--- src/hw/spike_gen_pkg.sv ---
package spike_gen_pkg;

  ////////////////////////////////////////
  // sizes

  // generators in the array
  localparam int n_gens = 8;
  localparam int gen_idx_w = 3;
  // gens_used counts up to n_gens inclusive
  localparam int gens_used_w = 4;
  localparam int period_w = 16;
  localparam int tag_w = 11;
  localparam int ct_w = 10;
  localparam int unit_len_w = 16;
  // both fifos share this depth
  localparam int fifo_depth = 4;

  ////////////////////////////////////////
  // field types

  typedef logic [gen_idx_w-1:0] gen_idx_t;
  typedef logic [period_w-1:0] period_t;
  typedef logic [tag_w-1:0] tag_t;
  typedef logic [ct_w-1:0] ct_t;

  ////////////////////////////////////////
  // words and payloads

  // one memory word per generator, ticks is time units since last wrap
  typedef struct packed {
    period_t ticks;
    period_t period;
    tag_t tag;
  } gen_word_t;

  // programming entry, overwrites a whole generator word
  typedef struct packed {
    gen_idx_t gen_idx;
    period_t ticks;
    period_t period;
    tag_t tag;
  } prog_entry_t;

  // spike event on the output
  typedef struct packed {
    tag_t tag;
    ct_t ct;
  } spike_event_t;

endpackage

--- src/hw/spike_fifo.sv ---
`timescale 1ns/10ps

module spike_fifo #(
  parameter type payload_t = logic
) (
  input logic clk,
  input logic reset,
  input logic in_valid,
  output logic in_ready,
  input payload_t in_data,
  output logic out_valid,
  input logic out_ready,
  output payload_t out_data
);
  import spike_gen_pkg::*;

  localparam int ptr_w = $clog2(fifo_depth);
  localparam int cnt_w = $clog2(fifo_depth + 1);

  payload_t buf_q [fifo_depth];
  logic [ptr_w-1:0] wr_ptr;
  logic [ptr_w-1:0] rd_ptr;
  logic [cnt_w-1:0] count;
  logic push;
  logic pop;
  logic full;

  assign full = (count == cnt_w'(fifo_depth));
  // a pop frees a slot in the same cycle
  assign in_ready = ~full | out_ready;
  assign out_valid = (count != '0);
  // head entry straight from storage
  assign out_data = buf_q[rd_ptr];

  assign push = in_valid & in_ready;
  assign pop = out_valid & out_ready;

  // storage, no reset
  always_ff @(posedge clk) begin
    if (push) begin
      buf_q[wr_ptr] <= in_data;
    end
  end

  ////////////////////////////////////////
  // pointers and occupancy

  always_ff @(posedge clk, posedge reset) begin
    if (reset) begin
      wr_ptr <= '0;
      rd_ptr <= '0;
      count <= '0;
    end else begin
      if (push) begin
        // wrap at the last slot
        wr_ptr <= (wr_ptr == ptr_w'(fifo_depth - 1)) ? '0 : wr_ptr + 1'b1;
      end
      if (pop) begin
        rd_ptr <= (rd_ptr == ptr_w'(fifo_depth - 1)) ? '0 : rd_ptr + 1'b1;
      end
      // push and pop together leave count unchanged
      if (push && !pop) begin
        count <= count + 1'b1;
      end else if (pop && !push) begin
        count <= count - 1'b1;
      end
    end
  end

endmodule

--- src/hw/spike_gen_array.sv ---
`timescale 1ns/10ps

module spike_gen_array (
  input logic clk,
  input logic reset,
  input logic unit_pulse,
  input logic [spike_gen_pkg::gens_used_w-1:0] gens_used,
  input logic [spike_gen_pkg::n_gens-1:0] gens_en,
  input logic prog_valid,
  output logic prog_ready,
  input spike_gen_pkg::prog_entry_t prog_entry,
  output logic out_valid,
  input logic out_ready,
  output spike_gen_pkg::spike_event_t out_event,
  output logic overrun
);
  import spike_gen_pkg::*;

  ////////////////////////////////////////
  // generator state memory

  logic mem_wr_en;
  gen_idx_t mem_wr_addr;
  gen_word_t mem_wr_data;
  logic mem_rd_en;
  gen_word_t mem_rd_data;
  // current generator, also the read address
  gen_idx_t gen_idx;

  spike_gen_mem u_mem (
    .clk(clk),
    .wr_en(mem_wr_en),
    .wr_addr(mem_wr_addr),
    .wr_data(mem_wr_data),
    .rd_en(mem_rd_en),
    .rd_addr(gen_idx),
    .rd_data(mem_rd_data)
  );

  ////////////////////////////////////////
  // sequencer

  // idle also takes programming writes
  typedef enum logic [1:0] {s_idle, s_read, s_wait, s_writeback} state_t;
  state_t state;
  state_t next_state;
  gen_idx_t next_gen_idx;

  logic [gens_used_w-1:0] gen_idx_ext;
  logic [gens_used_w-1:0] gen_idx_p1;
  logic gen_active;
  logic more_gens;
  logic stall_out;
  logic prog_fire;

  // single incrementer, shared by index advance and end check
  assign gen_idx_ext = gens_used_w'(gen_idx);
  assign gen_idx_p1 = gen_idx_ext + 1'b1;
  assign more_gens = (gen_idx_p1 < gens_used);
  // index check also covers gens_used of zero
  assign gen_active = gens_en[gen_idx] & (gen_idx_ext < gens_used);
  assign stall_out = out_valid & ~out_ready;

  always_ff @(posedge clk, posedge reset) begin
    if (reset) begin
      state <= s_idle;
      gen_idx <= '0;
    end else begin
      state <= next_state;
      gen_idx <= next_gen_idx;
    end
  end

  always_comb begin
    next_state = state;
    next_gen_idx = gen_idx;
    unique case (state)
      s_idle: begin
        // walk always starts at generator 0
        next_gen_idx = '0;
        if (unit_pulse) begin
          next_state = s_read;
        end
      end
      s_read: begin
        if (gen_active) begin
          // read issued this cycle
          next_state = s_wait;
        end else if (more_gens) begin
          // disabled, skip in one cycle
          next_gen_idx = gen_idx_t'(gen_idx_p1);
        end else begin
          next_state = s_idle;
        end
      end
      s_wait: begin
        // read word lands in the memory output register
        next_state = s_writeback;
      end
      s_writeback: begin
        // a stalled spike keeps us here, the write simply repeats
        if (!stall_out) begin
          if (more_gens) begin
            next_state = s_read;
            next_gen_idx = gen_idx_t'(gen_idx_p1);
          end else begin
            next_state = s_idle;
          end
        end
      end
      default: begin
        next_state = s_idle;
      end
    endcase
  end

  ////////////////////////////////////////
  // writeback datapath

  period_t wr_tick;
  logic emit;

  // below the period count up, otherwise wrap to 1 and fire
  always_comb begin
    if (mem_rd_data.ticks < mem_rd_data.period) begin
      wr_tick = mem_rd_data.ticks + 1'b1;
      emit = 1'b0;
    end else begin
      wr_tick = period_t'(1);
      emit = 1'b1;
    end
  end

  ////////////////////////////////////////
  // memory ports and programming

  // pulse wins over programming in idle
  assign prog_ready = (state == s_idle) & ~unit_pulse;
  assign prog_fire = prog_valid & prog_ready;

  assign mem_rd_en = (state == s_read) & gen_active;
  assign mem_wr_en = (state == s_writeback) | prog_fire;

  always_comb begin
    if (state == s_writeback) begin
      mem_wr_addr = gen_idx;
      mem_wr_data.ticks = wr_tick;
      mem_wr_data.period = mem_rd_data.period;
      mem_wr_data.tag = mem_rd_data.tag;
    end else begin
      // programming write
      mem_wr_addr = prog_entry.gen_idx;
      mem_wr_data.ticks = prog_entry.ticks;
      mem_wr_data.period = prog_entry.period;
      mem_wr_data.tag = prog_entry.tag;
    end
  end

  ////////////////////////////////////////
  // spike output

  assign out_valid = (state == s_writeback) & emit;
  // held stable through a stall, read register does not change
  assign out_event.tag = mem_rd_data.tag;
  assign out_event.ct = ct_t'(1);

  // sticky, a pulse while busy means the walk was too slow
  always_ff @(posedge clk, posedge reset) begin
    if (reset) begin
      overrun <= 1'b0;
    end else if (unit_pulse && state != s_idle) begin
      overrun <= 1'b1;
    end
  end

endmodule

--- src/hw/spike_gen_mem.sv ---
`timescale 1ns/10ps

module spike_gen_mem (
  input logic clk,
  input logic wr_en,
  input spike_gen_pkg::gen_idx_t wr_addr,
  input spike_gen_pkg::gen_word_t wr_data,
  input logic rd_en,
  input spike_gen_pkg::gen_idx_t rd_addr,
  output spike_gen_pkg::gen_word_t rd_data
);
  import spike_gen_pkg::*;

  // one word per generator
  gen_word_t mem [n_gens];

  // synchronous write port
  always_ff @(posedge clk) begin
    if (wr_en) begin
      mem[wr_addr] <= wr_data;
    end
  end

  // registered read, value holds while rd_en is low
  always_ff @(posedge clk) begin
    if (rd_en) begin
      rd_data <= mem[rd_addr];
    end
  end

endmodule

--- src/hw/spike_gen_top.sv ---
`timescale 1ns/10ps

module spike_gen_top (
  input logic clk,
  input logic reset,
  input logic run,
  input logic [spike_gen_pkg::unit_len_w-1:0] unit_len,
  input logic [spike_gen_pkg::gens_used_w-1:0] gens_used,
  input logic [spike_gen_pkg::n_gens-1:0] gens_en,
  input logic prog_valid,
  output logic prog_ready,
  input spike_gen_pkg::gen_idx_t prog_gen_idx,
  input spike_gen_pkg::period_t prog_ticks,
  input spike_gen_pkg::period_t prog_period,
  input spike_gen_pkg::tag_t prog_tag,
  output logic spike_valid,
  input logic spike_ready,
  output spike_gen_pkg::tag_t spike_tag,
  output spike_gen_pkg::ct_t spike_ct,
  output logic unit_pulse,
  output logic overrun
);
  import spike_gen_pkg::*;

  prog_entry_t prog_in;
  prog_entry_t prog_out;
  logic prog_out_valid;
  logic prog_out_ready;
  spike_event_t event_in;
  spike_event_t event_out;
  logic event_in_valid;
  logic event_in_ready;

  // pack the loose programming fields
  assign prog_in.gen_idx = prog_gen_idx;
  assign prog_in.ticks = prog_ticks;
  assign prog_in.period = prog_period;
  assign prog_in.tag = prog_tag;

  ////////////////////////////////////////
  // time base

  time_unit_timer u_timer (
    .clk(clk),
    .reset(reset),
    .run(run),
    .unit_len(unit_len),
    .unit_pulse(unit_pulse)
  );

  ////////////////////////////////////////
  // programming path

  spike_fifo #(.payload_t(prog_entry_t)) prog_fifo (
    .clk(clk),
    .reset(reset),
    .in_valid(prog_valid),
    .in_ready(prog_ready),
    .in_data(prog_in),
    .out_valid(prog_out_valid),
    .out_ready(prog_out_ready),
    .out_data(prog_out)
  );

  spike_gen_array u_array (
    .clk(clk),
    .reset(reset),
    .unit_pulse(unit_pulse),
    .gens_used(gens_used),
    .gens_en(gens_en),
    .prog_valid(prog_out_valid),
    .prog_ready(prog_out_ready),
    .prog_entry(prog_out),
    .out_valid(event_in_valid),
    .out_ready(event_in_ready),
    .out_event(event_in),
    .overrun(overrun)
  );

  ////////////////////////////////////////
  // spike output path

  spike_fifo #(.payload_t(spike_event_t)) spike_out_fifo (
    .clk(clk),
    .reset(reset),
    .in_valid(event_in_valid),
    .in_ready(event_in_ready),
    .in_data(event_in),
    .out_valid(spike_valid),
    .out_ready(spike_ready),
    .out_data(event_out)
  );

  // unpack onto the loose output fields
  assign spike_tag = event_out.tag;
  assign spike_ct = event_out.ct;

endmodule

--- src/hw/time_unit_timer.sv ---
`timescale 1ns/10ps

module time_unit_timer (
  input logic clk,
  input logic reset,
  input logic run,
  input logic [spike_gen_pkg::unit_len_w-1:0] unit_len,
  output logic unit_pulse
);

  logic [$bits(unit_len)-1:0] count;
  logic [$bits(unit_len)-1:0] last_count;

  // terminal count of one time unit
  assign last_count = unit_len - 1'b1;

  always_ff @(posedge clk, posedge reset) begin
    if (reset) begin
      count <= '0;
      unit_pulse <= 1'b0;
    end else if (!run) begin
      // stopped, hold the counter cleared
      count <= '0;
      unit_pulse <= 1'b0;
    end else if (count == last_count) begin
      // end of unit, pulse for one cycle and restart
      count <= '0;
      unit_pulse <= 1'b1;
    end else begin
      count <= count + 1'b1;
      unit_pulse <= 1'b0;
    end
  end

endmodule

--- config.mk ---
export PLATFORM = sky130hd
export DESIGN_NAME = spike_gen_top
export DESIGN_NICKNAME = d
export VERILOG_FILES = /design/src/hw/spike_gen_pkg.sv /design/src/hw/spike_fifo.sv /design/src/hw/spike_gen_array.sv /design/src/hw/spike_gen_mem.sv /design/src/hw/spike_gen_top.sv /design/src/hw/time_unit_timer.sv
export SDC_FILE = /design/constraint.sdc
export NUM_CORES = 1
export LEC_CHECK = 0
export ABC_AREA = 1
export BUFFER_PORTS_ARGS = -buffer_cell sky130_fd_sc_hd__clkbuf_2
export CORE_UTILIZATION = 55
export CTS_BUF_LIST = sky130_fd_sc_hd__clkbuf_4 sky130_fd_sc_hd__clkbuf_8
export CTS_CLUSTER_DIAMETER = 50
export CTS_CLUSTER_SIZE = 16
export DETAILED_ROUTE_END_ITERATION = 8
export PLACE_DENSITY = 0.83
export SLEW_MARGIN = 20
export SYNTH_ARGS = -nofsm -noshare
export SYNTH_HDL_FRONTEND = slang
export SYNTH_HIERARCHICAL = 1
export SYNTH_SLANG_ARGS = --single-unit
--- constraint.sdc ---
create_clock -name clk -period 4.41 [get_ports clk]
set_input_delay 0.441 -clock clk [delete_from_list [all_inputs] [get_ports clk]]
set_output_delay 0.441 -clock clk [all_outputs]
set_load 0.05 [all_outputs]
==> impl_metrics.env <==
export IMPL_outcome="finished, final reports clean"
export IMPL_clock_latency_ns=0.70
export IMPL_clock_sinks=692
export IMPL_ys_flop_type="edfxtp_1"
export IMPL_viasPerCell=5.286
export IMPL_clock_fmax_mhz=291.7
export IMPL_timing_final_crit_share_pct=77.73
export IMPL_synth_warnings=6
export IMPL_wire_per_inst_um=17.04
export IMPL_r2r_end="spike_out_fifo/count[2]$_DFFE_PP0P_"
export IMPL_setup_ws_ns=0.9821
export IMPL_p_leak_nw=15.06
export IMPL_cts_tree="built"
export IMPL_place_ws_ns=1.096
export IMPL_area_growth_pct=8.666
export IMPL_cts_buffers=54
export IMPL_yosys_top_cells_area="edfxtp_1 (63%), nand2_1 (12%), inv_1 (7.1%), nand3_1 (3.8%), dfrtp_1 (2.9%)"
export IMPL_powerDensity_nw_per_um2=670.9
export IMPL_rsz0062_at_grt="no"
export IMPL_cp_required_ns=4.97
export IMPL_grt_pass1_wl_um=107100
export IMPL_grt_met2_usage_pct=40.95
export IMPL_drive_gt1_share_pct=8.566
export IMPL_hold_path_class="in -> reg"
export IMPL_post_cts_resized=0
export IMPL_clk_pin_slew_ns=0.10
export IMPL_io_pins=104
export IMPL_drt_iter0_markers=1995
export IMPL_holdCritStartpoint="prog_valid"
export IMPL_clock_path_buffers=3
export IMPL_ys_seq_area_share_pct=65.49
export IMPL_worstHoldPathCells=3
export IMPL_tightest_slew_ns=1.166
export IMPL_ff2ff_setup_slack_ns=0.98
export IMPL_die_w_um=241.1
export IMPL_setup_tns_ns=0
export IMPL_postSynth_asyncResetShare_pct=5.347
export IMPL_endpoint_kind="flop"
export IMPL_cts_hold_buffers=47
export IMPL_cp_arrival_ns=3.98
export IMPL_grt_use_met1_pct=31.40
export IMPL_slew_headroom_pct=22.25
export IMPL_synth_cells=3108
export IMPL_cts_root_buf="clkbuf_8"
export IMPL_start_kind="flop"
export IMPL_reg2reg_from="u_array/u_mem/rd_data[30]$_DFFE_PP_"
export IMPL_drc_errors=0
export IMPL_grt_total_usage_pct=24.03
export IMPL_placement_io_buffers=103
export IMPL_use_met3_pct=3.637
export IMPL_gp_congestion=0.9230
export IMPL_via_count=21230
export IMPL_dr_pass1_iters=6
export IMPL_r2r_cells=20
export IMPL_nNetsFinal=3343
export IMPL_synth_seq_cells=692
export IMPL_setup_worst_path_class="reg -> reg"
export IMPL_synth_top_area_share_pct=62.55
export IMPL_post_cts_buffers=0
export IMPL_final_util_pct=60.60
export IMPL_peakVddDrop_mv=0.5715
export IMPL_final_common_cell="nand2_1"
export IMPL_grt_max_degree=98
export IMPL_start_util_pct=55.77
export IMPL_die_area_um2=58140
export IMPL_hold_end="prog_fifo/wr_ptr[0]$_DFFE_PP0P_"
export IMPL_finalClockSkew_ns=0.05332
export IMPL_wl_um=68430
export IMPL_synth_distinct_cells=45
export IMPL_grt_pass1_vias=20581
export IMPL_coreArea_um2=56390
export IMPL_most_common_layout_cells="nand2_1 (971), edfxtp_1 (655), inv_1 (594), nand3_1 (239), clkbuf_2 (103)"
export IMPL_critPathMaxFanout=11
export IMPL_h_tree_depth=2
export IMPL_grt_overflow=0
export IMPL_synth_edff_count=655
export IMPL_fin_hold_ws_ns=0.04275
export IMPL_rows=87
export IMPL_busiest_layer="met2"
export IMPL_hold_viol=0
export IMPL_place_hpwl_um=42190
export IMPL_avgSynthCellArea_um2=10.12
export IMPL_dieHeight_um=241.1
export IMPL_drtAntennaViolNets=0
export IMPL_netlist_area_um2=31450
export IMPL_maxCapViolations=0
export IMPL_final_period_minus_worst_setup_slack_ns=3.428
export IMPL_synth_largest_area_cell="edfxtp_1"
export IMPL_setup_viol=0
export IMPL_antenna_found_initial=3
export IMPL_drv_slew=0
==> worst max path at each step <==
stage	startpoint	end	slack [ns]	cells after the start
final	u_array/u_mem/rd_data[30]$_DFFE_PP_	spike_out_fifo/count[2]$_DFFE_PP0P_	0.98	20
after floorplan	u_timer/unit_pulse$_DFF_PP0_	prog_fifo/buf_q[0][0]$_DFFE_PP_	0.38	5
after global routing	u_array/u_mem/rd_data[30]$_DFFE_PP_	spike_out_fifo/count[2]$_DFFE_PP0P_	0.77	20
after global placement	u_array/u_mem/rd_data[38]$_DFFE_PP_	spike_out_fifo/count[2]$_DFFE_PP0P_	1.17	17
after detailed placement	u_array/u_mem/rd_data[38]$_DFFE_PP_	spike_out_fifo/count[2]$_DFFE_PP0P_	1.10	17
after CTS	u_array/u_mem/rd_data[30]$_DFFE_PP_	spike_out_fifo/count[2]$_DFFE_PP0P_	1.04	20
==> routing by layer <==
layer	wire, um	vias up
met2	33530	979
li1	-	10172
met3	6531	132
met5	0	-
met4	1881	0
met1	26490	9947
==> Yosys cell counts, types with 3 or more instances <==
library cell,n
nand2_1,972
edfxtp_1,655
inv_1,595
nand3_1,239
nor2_1,104
a21oi_1,79
o211ai_1,67
o21ai_0,56
buf_2,51
clkbuf_1,37
dfrtp_1,37
ha_1,36
o21ai_1,36
buf_4,23
buf_6,20
xor2_1,17
nand4_1,11
xnor2_1,10
o31ai_1,8
nor3_1,7
nand2_2,5
or2_2,5
inv_2,4
nor2_2,4
a21o_1,3
nor2_4,3
==> registers in the layout, summed over array words and instances (netlist names), 2 cells and up, named ones only <==
signal	flops
spike_out_fifo/count	3
prog_fifo/count	3
u_array/gen_idx	3
prog_fifo/wr_ptr	2
u_array/u_mem/rd_data	43
u_array/u_mem/mem	344
spike_out_fifo/wr_ptr	2
spike_out_fifo/buf_q	84
u_timer/count	16
spike_out_fifo/rd_ptr	2
prog_fifo/rd_ptr	2
prog_fifo/buf_q	184
==> kinds of logic (layout without fill, tap and decap cells) <==
family	after synthesis	after routing	share of synthesized area, %
and+or+nand+nor	1361	1361	17.76
buffers and inverters	735	876	9.732
DFF	692	692	65.49
AOI/OAI and AO/OA	253	253	4.679
adders and majority gates	38	38	1.560
xor gates and xnor gates	27	27	0.7520
other	2	13	0.02388
==> per-stage QoR <==
stage,total power [W],std cells,instance area [um2]
after floorplan,0.01659,3116,31480
after global placement,0.01880,3879,32550
after detailed placement,0.01913,3879,32550
after CTS,0.02282,4013,34160
after global routing,0.02423,4015,34170
final,0.02293,4016,34170
==> power by group <==
| part | switching [W] | internal, W | total (W) | leakage, nW |
|---|---|---|---|---|
| registers | 0.000694 | 0.00999 | 0.0107 | 6.44 |
| logic | 0.00644 | 0.00209 | 0.00853 | 8.03 |
| clock network | 0.00205 | 0.00167 | 0.00371 | 0.587 |
==> critical path, cell delays in order (launching register included) <==
cell,delay (ns)
edfxtp_1,0.45
ha_1,0.34
nand2_1,0.06
inv_1,0.06
nand2_1,0.06
nand2_1,0.07
nand2_1,0.05
nand2_1,0.08
nand2_1,0.07
nand2_2,0.29
inv_1,0.12
nor2_1,0.33
nand2_1,0.29
inv_1,0.12
ha_1,0.17
inv_1,0.07
fa_1,0.39
nand2_1,0.10
nand3_1,0.07
nand2_1,0.06
nand2_1,0.05
==> layout make-up <==
| cell class | instances | area [um2] |
|---|---|---|
| Fill cell | 4347 | 22220 |
| Sequential cell | 692 | 20610 |
| Multi-Input combinational cell | 1689 | 7924 |
| Inverter | 601 | 2258 |
| Timing Repair Buffer | 188 | 1284 |
| Tap cell | 756 | 945.9 |
| Clock buffer | 69 | 874.6 |
| Clock inverter | 18 | 267.8 |
| Antenna cell | 3 | 7.507 |
No activity file was read; power rests on OpenSTA's default activity.
